$ cat src/common/core_settings.svh
`ifndef CORE_SETTINGS_SVH
`define CORE_SETTINGS_SVH

`define XLEN 32

`define ARCH_REGS 16
`define ARCH_BITS 4
`define PHYS_REGS 32
`define PHYS_BITS 5

`define ROB_SIZE 16
`define SQN_BITS 5 // one wrap bit above the rob index.
`define IQ_SIZE 8
`define IMM_BITS 12

`define OP_ADD 3'd0
`define OP_SUB 3'd1
`define OP_AND 3'd2
`define OP_OR 3'd3
`define OP_XOR 3'd4
`define OP_SLL 3'd5 // shift amount from low 5 bits.
`define OP_SRL 3'd6
`define OP_SLT 3'd7 // signed compare.

`endif

$ cat src/common/UOpPkg.sv
package UOpPkg;

`include "core_settings.svh"

// second operand word, register index or immediate per useImm.
typedef union packed {
    logic signed [`IMM_BITS-1:0] imm;
    logic [`IMM_BITS-1:0] regWord;
} Operand2_u;

function automatic logic [`ARCH_BITS-1:0] operandReg(Operand2_u opnd);
    return opnd.regWord[`ARCH_BITS-1:0];
endfunction

function automatic logic [`XLEN-1:0] operandImm(Operand2_u opnd);
    return {{(`XLEN-`IMM_BITS){opnd.imm[`IMM_BITS-1]}}, opnd.imm};
endfunction

function automatic logic [`XLEN-1:0] aluEval(
    input logic [2:0] op,
    input logic [`XLEN-1:0] a,
    input logic [`XLEN-1:0] b
);
    logic [`XLEN-1:0] res;
    case (op)
        `OP_ADD: res = a + b;
        `OP_SUB: res = a - b;
        `OP_AND: res = a & b;
        `OP_OR: res = a | b;
        `OP_XOR: res = a ^ b;
        `OP_SLL: res = a << b[4:0];
        `OP_SRL: res = a >> b[4:0];
        default: res = {{(`XLEN-1){1'b0}}, $signed(a) < $signed(b)};
    endcase
    return res;
endfunction

endpackage

$ cat src/common/BackendPkg.sv
package BackendPkg;

`include "core_settings.svh"

// how far sqn lies behind refSqn.
// in-flight distances stay below half the sqn range, so the top bit
// marks an sqn that is actually ahead of refSqn.
function automatic logic [`SQN_BITS-1:0] sqnAge(
    input logic [`SQN_BITS-1:0] sqn,
    input logic [`SQN_BITS-1:0] refSqn
);
    return refSqn - sqn;
endfunction

endpackage

$ cat src/rename/Rename.sv
`timescale 1ns/10ps

`include "core_settings.svh"

module Rename import UOpPkg::*; (
    input wire clk,
    input wire rst,

    input logic inValid,
    input logic [`ARCH_BITS-1:0] inDst,
    input logic [`ARCH_BITS-1:0] inSrc1,
    input logic [2:0] inOp,
    input logic inUseImm,
    input Operand2_u inOperand2,
    output logic stall,

    input logic robFull,
    input logic iqFull,
    input logic freeValid,
    input logic [`PHYS_BITS-1:0] freeTag,
    input logic wbValid,
    input logic [`PHYS_BITS-1:0] wbTag,

    output logic rnValid,
    output logic [`SQN_BITS-1:0] rnSqn,
    output logic [`PHYS_BITS-1:0] rnDstTag,
    output logic [`PHYS_BITS-1:0] rnSrc1Tag,
    output logic rnSrc1Ready,
    output logic [`PHYS_BITS-1:0] rnSrc2Tag,
    output logic rnSrc2Ready,
    output logic [2:0] rnOp,
    output logic rnUseImm,
    output Operand2_u rnImm,
    output logic [`ARCH_BITS-1:0] rnDstArch,
    output logic [`PHYS_BITS-1:0] rnOldTag
);

localparam int FREE_SIZE = `PHYS_REGS - `ARCH_REGS;
localparam int FREE_BITS = $clog2(FREE_SIZE);
localparam logic [`PHYS_BITS-1:0] FIRST_FREE = `ARCH_REGS;

logic [`PHYS_BITS-1:0] mapTable[`ARCH_REGS];
logic [`PHYS_REGS-1:0] readyTable;
logic [`PHYS_BITS-1:0] freeList[FREE_SIZE];
logic [FREE_BITS-1:0] freeRd;
logic [FREE_BITS-1:0] freeWr;
logic [FREE_BITS:0] freeCount;
logic [`SQN_BITS-1:0] nextSqn;

logic accept;
logic [`PHYS_BITS-1:0] newTag;
logic [`PHYS_BITS-1:0] src1Tag;
logic [`PHYS_BITS-1:0] src2Tag;

assign stall = robFull || iqFull || (freeCount == '0);
assign accept = inValid && !stall;
assign newTag = freeList[freeRd];
assign src1Tag = mapTable[inSrc1];
assign src2Tag = mapTable[operandReg(inOperand2)];

always_ff @(posedge clk) begin
    if (rst) begin
        rnValid <= 1'b0;
        nextSqn <= '0;
        freeRd <= '0;
        freeWr <= '0;
        freeCount <= FREE_SIZE[FREE_BITS:0];
        readyTable <= '1; // initial tags all hold zero.
        for (int i = 0; i < `ARCH_REGS; i++)
            mapTable[i] <= i[`PHYS_BITS-1:0];
        for (int i = 0; i < FREE_SIZE; i++)
            freeList[i] <= FIRST_FREE + i[`PHYS_BITS-1:0];
    end else begin
        rnValid <= accept;
        if (wbValid)
            readyTable[wbTag] <= 1'b1;
        if (accept) begin
            nextSqn <= nextSqn + 1'b1;
            freeRd <= freeRd + 1'b1;
            mapTable[inDst] <= newTag;
            readyTable[newTag] <= 1'b0;
        end
        if (freeValid) begin
            freeList[freeWr] <= freeTag; // tag released at commit.
            freeWr <= freeWr + 1'b1;
        end
        freeCount <= freeCount + freeValid - accept;
    end
end

always_ff @(posedge clk) begin
    if (accept) begin
        rnSqn <= nextSqn;
        rnDstTag <= newTag;
        rnSrc1Tag <= src1Tag;
        rnSrc1Ready <= readyTable[src1Tag] || (wbValid && wbTag == src1Tag);
        rnSrc2Tag <= src2Tag;
        rnSrc2Ready <= inUseImm || readyTable[src2Tag] || (wbValid && wbTag == src2Tag);
        rnOp <= inOp;
        rnUseImm <= inUseImm;
        rnImm <= inOperand2;
        rnDstArch <= inDst;
        rnOldTag <= mapTable[inDst];
    end
end

endmodule

$ cat src/issue/IssueQueue.sv
`timescale 1ns/10ps

`include "core_settings.svh"

module IssueQueue import UOpPkg::*, BackendPkg::*; (
    input wire clk,
    input wire rst,

    input logic rnValid,
    input logic [`SQN_BITS-1:0] rnSqn,
    input logic [`PHYS_BITS-1:0] rnDstTag,
    input logic [`PHYS_BITS-1:0] rnSrc1Tag,
    input logic rnSrc1Ready,
    input logic [`PHYS_BITS-1:0] rnSrc2Tag,
    input logic rnSrc2Ready,
    input logic [2:0] rnOp,
    input logic rnUseImm,
    input Operand2_u rnImm,

    input logic wbValid,
    input logic [`PHYS_BITS-1:0] wbTag,
    output logic iqFull,

    output logic issValid,
    output logic [`SQN_BITS-1:0] issSqn,
    output logic [`PHYS_BITS-1:0] issDstTag,
    output logic [2:0] issOp,
    output logic [`PHYS_BITS-1:0] issSrc1Tag,
    output logic [`PHYS_BITS-1:0] issSrc2Tag,
    output logic issUseImm,
    output Operand2_u issImm
);

localparam int IQ_BITS = $clog2(`IQ_SIZE);

logic [`IQ_SIZE-1:0] entValid;
logic [`SQN_BITS-1:0] entSqn[`IQ_SIZE];
logic [`PHYS_BITS-1:0] entDst[`IQ_SIZE];
logic [`PHYS_BITS-1:0] entSrc1[`IQ_SIZE];
logic [`PHYS_BITS-1:0] entSrc2[`IQ_SIZE];
logic [`IQ_SIZE-1:0] entRdy1;
logic [`IQ_SIZE-1:0] entRdy2;
logic [2:0] entOp[`IQ_SIZE];
logic [`IQ_SIZE-1:0] entUseImm;
Operand2_u entImm[`IQ_SIZE];

logic [`IQ_SIZE-1:0] rdy1Now;
logic [`IQ_SIZE-1:0] rdy2Now;
logic [IQ_BITS-1:0] selIdx;
logic [IQ_BITS-1:0] freeIdx;

// the incoming uop is counted, issue frees are not.
assign iqFull = ($countones(entValid) + rnValid) >= `IQ_SIZE;

always_comb begin
    for (int i = 0; i < `IQ_SIZE; i++) begin
        rdy1Now[i] = entRdy1[i] || (wbValid && wbTag == entSrc1[i]);
        rdy2Now[i] = entRdy2[i] || (wbValid && wbTag == entSrc2[i]);
    end
end

always_comb begin
    logic [`SQN_BITS-1:0] age;
    issValid = 1'b0;
    selIdx = '0;
    for (int i = 0; i < `IQ_SIZE; i++) begin
        age = sqnAge(entSqn[i], entSqn[selIdx]);
        if (entValid[i] && rdy1Now[i] && rdy2Now[i] &&
                (!issValid || (age != '0 && !age[`SQN_BITS-1]))) begin
            issValid = 1'b1; // oldest ready so far.
            selIdx = i[IQ_BITS-1:0];
        end
    end
end

always_comb begin
    freeIdx = '0;
    for (int i = `IQ_SIZE - 1; i >= 0; i--)
        if (!entValid[i])
            freeIdx = i[IQ_BITS-1:0];
end

assign issSqn = entSqn[selIdx];
assign issDstTag = entDst[selIdx];
assign issOp = entOp[selIdx];
assign issSrc1Tag = entSrc1[selIdx];
assign issSrc2Tag = entSrc2[selIdx];
assign issUseImm = entUseImm[selIdx];
assign issImm = entImm[selIdx];

always_ff @(posedge clk) begin
    if (rst) begin
        entValid <= '0;
    end else begin
        if (issValid)
            entValid[selIdx] <= 1'b0;
        if (rnValid)
            entValid[freeIdx] <= 1'b1;
    end
end

always_ff @(posedge clk) begin
    entRdy1 <= rdy1Now;
    entRdy2 <= rdy2Now;
    if (rnValid) begin
        entSqn[freeIdx] <= rnSqn;
        entDst[freeIdx] <= rnDstTag;
        entSrc1[freeIdx] <= rnSrc1Tag;
        entSrc2[freeIdx] <= rnSrc2Tag;
        entRdy1[freeIdx] <= rnSrc1Ready || (wbValid && wbTag == rnSrc1Tag);
        entRdy2[freeIdx] <= rnSrc2Ready || (wbValid && wbTag == rnSrc2Tag);
        entOp[freeIdx] <= rnOp;
        entUseImm[freeIdx] <= rnUseImm;
        entImm[freeIdx] <= rnImm;
    end
end

endmodule

$ cat src/source/OperandFetch.sv
`timescale 1ns/10ps

`include "core_settings.svh"

module OperandFetch import UOpPkg::*; (
    input wire clk,
    input wire rst,

    input logic issValid,
    input logic [`SQN_BITS-1:0] issSqn,
    input logic [`PHYS_BITS-1:0] issDstTag,
    input logic [2:0] issOp,
    input logic [`PHYS_BITS-1:0] issSrc1Tag,
    input logic [`PHYS_BITS-1:0] issSrc2Tag,
    input logic issUseImm,
    input Operand2_u issImm,

    input logic wbValid,
    input logic [`PHYS_BITS-1:0] wbTag,
    input logic [`XLEN-1:0] wbValue,

    output logic exValid,
    output logic [`SQN_BITS-1:0] exSqn,
    output logic [`PHYS_BITS-1:0] exDstTag,
    output logic [2:0] exOp,
    output logic [`XLEN-1:0] exSrcA,
    output logic [`XLEN-1:0] exSrcB
);

logic [`XLEN-1:0] regFile[`PHYS_REGS];
logic [`XLEN-1:0] readA;
logic [`XLEN-1:0] readB;

// bypass a write landing on the same edge.
assign readA = (wbValid && wbTag == issSrc1Tag) ? wbValue : regFile[issSrc1Tag];
assign readB = (wbValid && wbTag == issSrc2Tag) ? wbValue : regFile[issSrc2Tag];

always_ff @(posedge clk) begin
    if (rst) begin
        exValid <= 1'b0;
        for (int i = 0; i < `PHYS_REGS; i++)
            regFile[i] <= '0;
    end else begin
        exValid <= issValid;
        if (wbValid)
            regFile[wbTag] <= wbValue;
    end
end

always_ff @(posedge clk) begin
    exSqn <= issSqn;
    exDstTag <= issDstTag;
    exOp <= issOp;
    exSrcA <= readA;
    exSrcB <= issUseImm ? operandImm(issImm) : readB;
end

endmodule

$ cat src/execute/IntAlu.sv
`timescale 1ns/10ps

`include "core_settings.svh"

module IntAlu import UOpPkg::*; (
    input wire clk,
    input wire rst,

    input logic exValid,
    input logic [`SQN_BITS-1:0] exSqn,
    input logic [`PHYS_BITS-1:0] exDstTag,
    input logic [2:0] exOp,
    input logic [`XLEN-1:0] exSrcA,
    input logic [`XLEN-1:0] exSrcB,

    output logic wbValid,
    output logic [`PHYS_BITS-1:0] wbTag,
    output logic [`SQN_BITS-1:0] wbSqn,
    output logic [`XLEN-1:0] wbValue
);

logic s1Valid;
logic [`SQN_BITS-1:0] s1Sqn;
logic [`PHYS_BITS-1:0] s1Tag;
logic [`XLEN-1:0] s1Result;

always_ff @(posedge clk) begin
    if (rst) begin
        s1Valid <= 1'b0;
        wbValid <= 1'b0;
    end else begin
        s1Valid <= exValid;
        wbValid <= s1Valid;
    end
end

always_ff @(posedge clk) begin
    s1Sqn <= exSqn;
    s1Tag <= exDstTag;
    s1Result <= aluEval(exOp, exSrcA, exSrcB);
    wbSqn <= s1Sqn; // second stage drives the result bus.
    wbTag <= s1Tag;
    wbValue <= s1Result;
end

endmodule

$ cat src/rob/ReorderBuffer.sv
`timescale 1ns/10ps

`include "core_settings.svh"

module ReorderBuffer import BackendPkg::*; (
    input wire clk,
    input wire rst,

    input logic allocValid,
    input logic [`ARCH_BITS-1:0] allocDstArch,
    input logic [`PHYS_BITS-1:0] allocOldTag,

    input logic wbValid,
    input logic [`SQN_BITS-1:0] wbSqn,
    input logic [`XLEN-1:0] wbValue,

    output logic robFull,
    output logic freeValid,
    output logic [`PHYS_BITS-1:0] freeTag,

    output logic comValid,
    output logic [`ARCH_BITS-1:0] comReg,
    output logic [`XLEN-1:0] comValue
);

localparam int ROB_BITS = $clog2(`ROB_SIZE);

logic [`ARCH_BITS-1:0] robDst[`ROB_SIZE];
logic [`PHYS_BITS-1:0] robOld[`ROB_SIZE];
logic [`XLEN-1:0] robValue[`ROB_SIZE];
logic [`ROB_SIZE-1:0] robDone;
logic [`SQN_BITS-1:0] headSqn;
logic [`SQN_BITS-1:0] tailSqn;
logic [`SQN_BITS-1:0] occupancy;
logic [ROB_BITS-1:0] headIdx;
logic [ROB_BITS-1:0] tailIdx;
logic [ROB_BITS-1:0] wbIdx;

assign occupancy = sqnAge(headSqn, tailSqn);
assign headIdx = headSqn[ROB_BITS-1:0];
assign tailIdx = tailSqn[ROB_BITS-1:0];
assign wbIdx = wbSqn[ROB_BITS-1:0];

// one allocation may still be on its way from rename.
assign robFull = ({1'b0, occupancy} + allocValid) >= `ROB_SIZE;

assign comValid = (occupancy != '0) && robDone[headIdx];
assign comReg = robDst[headIdx];
assign comValue = robValue[headIdx];
assign freeValid = comValid; // old mapping is dead once committed.
assign freeTag = robOld[headIdx];

always_ff @(posedge clk) begin
    if (rst) begin
        headSqn <= '0;
        tailSqn <= '0;
        robDone <= '0;
    end else begin
        if (allocValid) begin
            tailSqn <= tailSqn + 1'b1;
            robDone[tailIdx] <= 1'b0;
        end
        if (wbValid)
            robDone[wbIdx] <= 1'b1;
        if (comValid)
            headSqn <= headSqn + 1'b1;
    end
end

always_ff @(posedge clk) begin
    if (allocValid) begin
        robDst[tailIdx] <= allocDstArch;
        robOld[tailIdx] <= allocOldTag;
    end
    if (wbValid)
        robValue[wbIdx] <= wbValue;
end

endmodule

$ cat src/source/AluCore.sv
`timescale 1ns/10ps

`include "core_settings.svh"

module AluCore import UOpPkg::*; (
    input wire clk,
    input wire rst,

    input logic inValid,
    input logic [`ARCH_BITS-1:0] inDst,
    input logic [`ARCH_BITS-1:0] inSrc1,
    input logic [2:0] inOp,
    input logic inUseImm,
    input Operand2_u inOperand2,
    output logic stall,

    output logic comValid,
    output logic [`ARCH_BITS-1:0] comReg,
    output logic [`XLEN-1:0] comValue
);

logic rnValid;
logic [`SQN_BITS-1:0] rnSqn;
logic [`PHYS_BITS-1:0] rnDstTag;
logic [`PHYS_BITS-1:0] rnSrc1Tag;
logic rnSrc1Ready;
logic [`PHYS_BITS-1:0] rnSrc2Tag;
logic rnSrc2Ready;
logic [2:0] rnOp;
logic rnUseImm;
Operand2_u rnImm;
logic [`ARCH_BITS-1:0] rnDstArch;
logic [`PHYS_BITS-1:0] rnOldTag;

logic issValid;
logic [`SQN_BITS-1:0] issSqn;
logic [`PHYS_BITS-1:0] issDstTag;
logic [2:0] issOp;
logic [`PHYS_BITS-1:0] issSrc1Tag;
logic [`PHYS_BITS-1:0] issSrc2Tag;
logic issUseImm;
Operand2_u issImm;

logic exValid;
logic [`SQN_BITS-1:0] exSqn;
logic [`PHYS_BITS-1:0] exDstTag;
logic [2:0] exOp;
logic [`XLEN-1:0] exSrcA;
logic [`XLEN-1:0] exSrcB;

logic wbValid;
logic [`PHYS_BITS-1:0] wbTag;
logic [`SQN_BITS-1:0] wbSqn;
logic [`XLEN-1:0] wbValue;

logic robFull;
logic iqFull;
logic freeValid;
logic [`PHYS_BITS-1:0] freeTag;

Rename rn (
    .clk(clk),
    .rst(rst),
    .inValid(inValid),
    .inDst(inDst),
    .inSrc1(inSrc1),
    .inOp(inOp),
    .inUseImm(inUseImm),
    .inOperand2(inOperand2),
    .stall(stall),
    .robFull(robFull),
    .iqFull(iqFull),
    .freeValid(freeValid),
    .freeTag(freeTag),
    .wbValid(wbValid),
    .wbTag(wbTag),
    .rnValid(rnValid),
    .rnSqn(rnSqn),
    .rnDstTag(rnDstTag),
    .rnSrc1Tag(rnSrc1Tag),
    .rnSrc1Ready(rnSrc1Ready),
    .rnSrc2Tag(rnSrc2Tag),
    .rnSrc2Ready(rnSrc2Ready),
    .rnOp(rnOp),
    .rnUseImm(rnUseImm),
    .rnImm(rnImm),
    .rnDstArch(rnDstArch),
    .rnOldTag(rnOldTag)
);

IssueQueue iq (
    .clk(clk),
    .rst(rst),
    .rnValid(rnValid),
    .rnSqn(rnSqn),
    .rnDstTag(rnDstTag),
    .rnSrc1Tag(rnSrc1Tag),
    .rnSrc1Ready(rnSrc1Ready),
    .rnSrc2Tag(rnSrc2Tag),
    .rnSrc2Ready(rnSrc2Ready),
    .rnOp(rnOp),
    .rnUseImm(rnUseImm),
    .rnImm(rnImm),
    .wbValid(wbValid),
    .wbTag(wbTag),
    .iqFull(iqFull),
    .issValid(issValid),
    .issSqn(issSqn),
    .issDstTag(issDstTag),
    .issOp(issOp),
    .issSrc1Tag(issSrc1Tag),
    .issSrc2Tag(issSrc2Tag),
    .issUseImm(issUseImm),
    .issImm(issImm)
);

OperandFetch opFetch (
    .clk(clk),
    .rst(rst),
    .issValid(issValid),
    .issSqn(issSqn),
    .issDstTag(issDstTag),
    .issOp(issOp),
    .issSrc1Tag(issSrc1Tag),
    .issSrc2Tag(issSrc2Tag),
    .issUseImm(issUseImm),
    .issImm(issImm),
    .wbValid(wbValid),
    .wbTag(wbTag),
    .wbValue(wbValue),
    .exValid(exValid),
    .exSqn(exSqn),
    .exDstTag(exDstTag),
    .exOp(exOp),
    .exSrcA(exSrcA),
    .exSrcB(exSrcB)
);

IntAlu alu (
    .clk(clk),
    .rst(rst),
    .exValid(exValid),
    .exSqn(exSqn),
    .exDstTag(exDstTag),
    .exOp(exOp),
    .exSrcA(exSrcA),
    .exSrcB(exSrcB),
    .wbValid(wbValid),
    .wbTag(wbTag),
    .wbSqn(wbSqn),
    .wbValue(wbValue)
);

ReorderBuffer rob (
    .clk(clk),
    .rst(rst),
    .allocValid(rnValid),
    .allocDstArch(rnDstArch),
    .allocOldTag(rnOldTag),
    .wbValid(wbValid),
    .wbSqn(wbSqn),
    .wbValue(wbValue),
    .robFull(robFull),
    .freeValid(freeValid),
    .freeTag(freeTag),
    .comValid(comValid),
    .comReg(comReg),
    .comValue(comValue)
);

endmodule

$ cat config.mk
export PLATFORM = sky130hd
export DESIGN_NAME = AluCore
export DESIGN_NICKNAME = d
export VERILOG_FILES = /design/src/common/UOpPkg.sv /design/src/common/BackendPkg.sv /design/src/rename/Rename.sv /design/src/issue/IssueQueue.sv /design/src/source/OperandFetch.sv /design/src/execute/IntAlu.sv /design/src/rob/ReorderBuffer.sv /design/src/source/AluCore.sv
export VERILOG_INCLUDE_DIRS = /design/src /design/src/common
export SDC_FILE = /design/constraint.sdc
export NUM_CORES = 2
export LEC_CHECK = 0
export BUFFER_PORTS_ARGS = -buffer_cell sky130_fd_sc_hd__buf_4
export CORE_MARGIN = 3
export CORE_UTILIZATION = 35
export CTS_BUF_LIST = sky130_fd_sc_hd__clkbuf_16
export DETAILED_ROUTE_END_ITERATION = 8
export HOLD_SLACK_MARGIN = 0.03
export MAX_ROUTING_LAYER = met4
export PLACE_DENSITY_LB_ADDON = 0.05
export SLEW_MARGIN = 40
export SYNTH_ARGS = -nofsm -noshare
export SYNTH_HDL_FRONTEND = slang
export SYNTH_HIERARCHICAL = 1
export SYNTH_SLANG_ARGS = --single-unit
$ cat constraint.sdc
create_clock -name clk -period 22.3 [get_ports clk]
set_input_delay 1.115 -clock clk [delete_from_list [all_inputs] [get_ports clk]]
set_output_delay 1.115 -clock clk [all_outputs]
set_load 0.02 [all_outputs]
==> flow_summary.yaml <==
pwr:
  combPwrFrac: 0.200
  ir_drop_mv: 0.118
  power_frac_clock: 0.358
  p_int_mw: 8.82
  switching_share: 0.319
  seqPwrFrac: 0.442
  leakage_nw: 48.8
  p_per_area_nw_per_um2: 93.5
  power.switching_mw: 4.13
critical_path:
  crit_fanout: 16
  cp-end-kind: "flip-flop"
  path_buf_inv: 6
  reg2reg_from: "iq/entSqn[0][1]"
  critPathKind: "flip-flop to flip-flop"
  required_ns: 23.04
  crit_start: "iq/entSqn[0][1]"
  cpLargestDelayFamily: "compound AO/OA/AOI/OAI gates"
  cp-start-kind: "flip-flop"
  cp_data_arrival_time_ns: 21.64
  crit_slowest_cell: "or4b_4"
  max_stage_delay_ns: 0.72
die:
  die_h_um: 596
  pin_count: 65
  start_util: 0.352
  core_um2: 346000
  die_w_um: 596
  die_area_um2: 355000
  rows: 216
timing:
  min_period_over_period: 0.937
  layout_min_cycle_time_ns: 20.89
  slew_headroom: 0.388
  tightest_slew_ns: 0.918
  max_freq_mhz: 47.9
  hold_slack_ns: 0.318
  hold_viol: 0
  finalSetupViolations: 0
  maxSlewViolCount: 0
  fin_worst_skew_ns: 0.0705
route:
  ant_nets: 0
  wl_per_cell_um: 36.1
  drc: 0
  dr.pass1.iters: 7
  vias_per_cell: 5.92
  wirelength_um: 484000
  drt_iter0_drc: 9193
  num_vias: 79300
synthesis:
  yosysWarnings: 6
  syn_area_um2: 122000
  syn_area_per_cell_um2: 14.3
  syn_inst: 8504
  syn_nets: 8690
global_routing:
  grt_overflow: 0
  grt_pass1_wl_um: 663000
  grt_max_degree: 70
  grt_usage: 0.273
  grt_pass1_vias: 79000
  antenna_found_initial: 61
clock_network:
  cts_tree: "done"
  cts_root_buf: "clkbuf_16"
  insertion_delay_ns: 0.93
  clockBufferDepth: 4
  clock_sinks: 2445
  cts_htree_levels: 5
  cts_buffers: 294
  cts.clk_slew.worst_paths_ns: 0.06
  hold_buffers: 0
placed_design:
  io_buffer_count: 64
  globalplace.congestion: 0.922
  dp_hpwl_um: 311000
finish:
  utilization: 0.400
  drive_gt1_frac: 0.228
  final_nets: 8733
  fillers: 31900
  register_area_um2: 70800
  syn_to_final_growth_pct: 13.8
  multiInputGateArea_um2: 48000
run_status:
  status: "completed"
hold_path:
  hp-start: "alu/s1Result[16]"
  min-delay-path-class: "flip-flop to flip-flop"
job:
  drv_cap: 0
## worst register-to-register path, delay by kind of cell, from the launching register on
family / cells / cell delay [ns]
buffers and inverters: 6 / 0.98
DFF: 1 / 0.53
muxes: 4 / 1.36
xor gates and xnor gates: 4 / 0.88
AOI/OAI and AO/OA: 43 / 10.21
and+or+nand+nor: 22 / 4.87
adders and majority gates: 7 / 1.97
## cell usage in the layout, fill, tap and decap left out, types with 75 or more instances in the layout
cell type  instances
nand2_1          406
a21oi_1          314
xor2_1           107
ha_1             151
o22ai_1          161
nor2_1           337
o21ai_0          201
and2_1          1050
or2_2             75
edfxtp_1        2175
clkbuf_16        305
inv_1            270
dfxtp_1          219
mux2i_1          295
buf_4            345
mux4_2           796
## sequential cells by signal, summed over array words and instances, names as in the netlist, 8 cells and up, named ones only
signal / cells
iq/entRdy1: 8
alu/s1Result: 32
iq/entRdy2: 8
rn/freeList: 80
rn/mapTable: 80
rn/rnImm: 12
iq/entImm: 96
iq/entSqn: 40
opFetch/regFile: 1024
iq/entDst: 40
iq/entValid: 8
rob/robDone: 16
rob/robValue: 512
iq/entOp: 24
opFetch/exSrcA: 32
iq/entUseImm: 8
iq/entSrc1: 40
rob/robDst: 64
rob/robOld: 80
rn/readyTable: 32
iq/entSrc2: 40
alu/wbValue: 32
opFetch/exSrcB: 32
## metal layers
layer	vias to the layer above	global-route usage	part of all wire
met5	-	-	0
met4	0	0.0750	0.032
met3	647	0.0364	0.067
met2	3259	0.426	0.47
met1	42500	0.377	0.43
li1	32900	-	-
## worst paths after layout
kind                   endpoint  slack (ns)  cells past startpoint
max          opFetch/exSrcB[12]        1.41                     86
min             alu/wbValue[16]        0.32                      0
max reg2reg  opFetch/exSrcB[12]        1.41                     86
min reg2reg     alu/wbValue[16]        0.32                      0
## metrics by stage
| stage | TNS (ns) | total power [mW] | cell area (um^2) | cells | setup slack (ns) |
|---|---|---|---|---|---|
| global route | -0.0200 | 13.4 | 139000 | 13400 | -0.0142 |
| global placement | 0 | 8.36 | 128000 | 12800 | 0.968 |
| floorplan | 0 | 7.07 | 122000 | 8504 | 3.97 |
| finish | 0 | 13.0 | 139000 | 13400 | 1.41 |
| CTS | 0 | 13.0 | 138000 | 13300 | 0.811 |
| detailed placement | 0 | 8.38 | 129000 | 12800 | 0.935 |
## power groups by stage
stage	sequential, mW	clock (mW)	combinational [mW]
floorplan	5.61	0	1.46
global placement	5.81	0	2.55
detailed placement	5.82	0	2.55
CTS	5.73	4.75	2.56
global route	5.75	4.94	2.71
finish	5.72	4.64	2.59
## final cells by class
| class | instances | area share |
|---|---|---|
| diodes | 37 | 0.000668 |
| clock inverters | 223 | 0.0111 |
| well taps | 4578 | 0.0413 |
| flip-flops and latches | 2445 | 0.511 |
| multi-input cells | 5185 | 0.346 |
| repair buffers | 425 | 0.0295 |
| inverters | 196 | 0.00538 |
| clock buffers | 305 | 0.0551 |
## timing repair
action,in CTS,in global routing
setup endpoints to repair,0,64
endpoints found under the hold margin,0,0
buffers inserted,0,19
resized for setup,0,24
(Power assumes the default switching activity.)
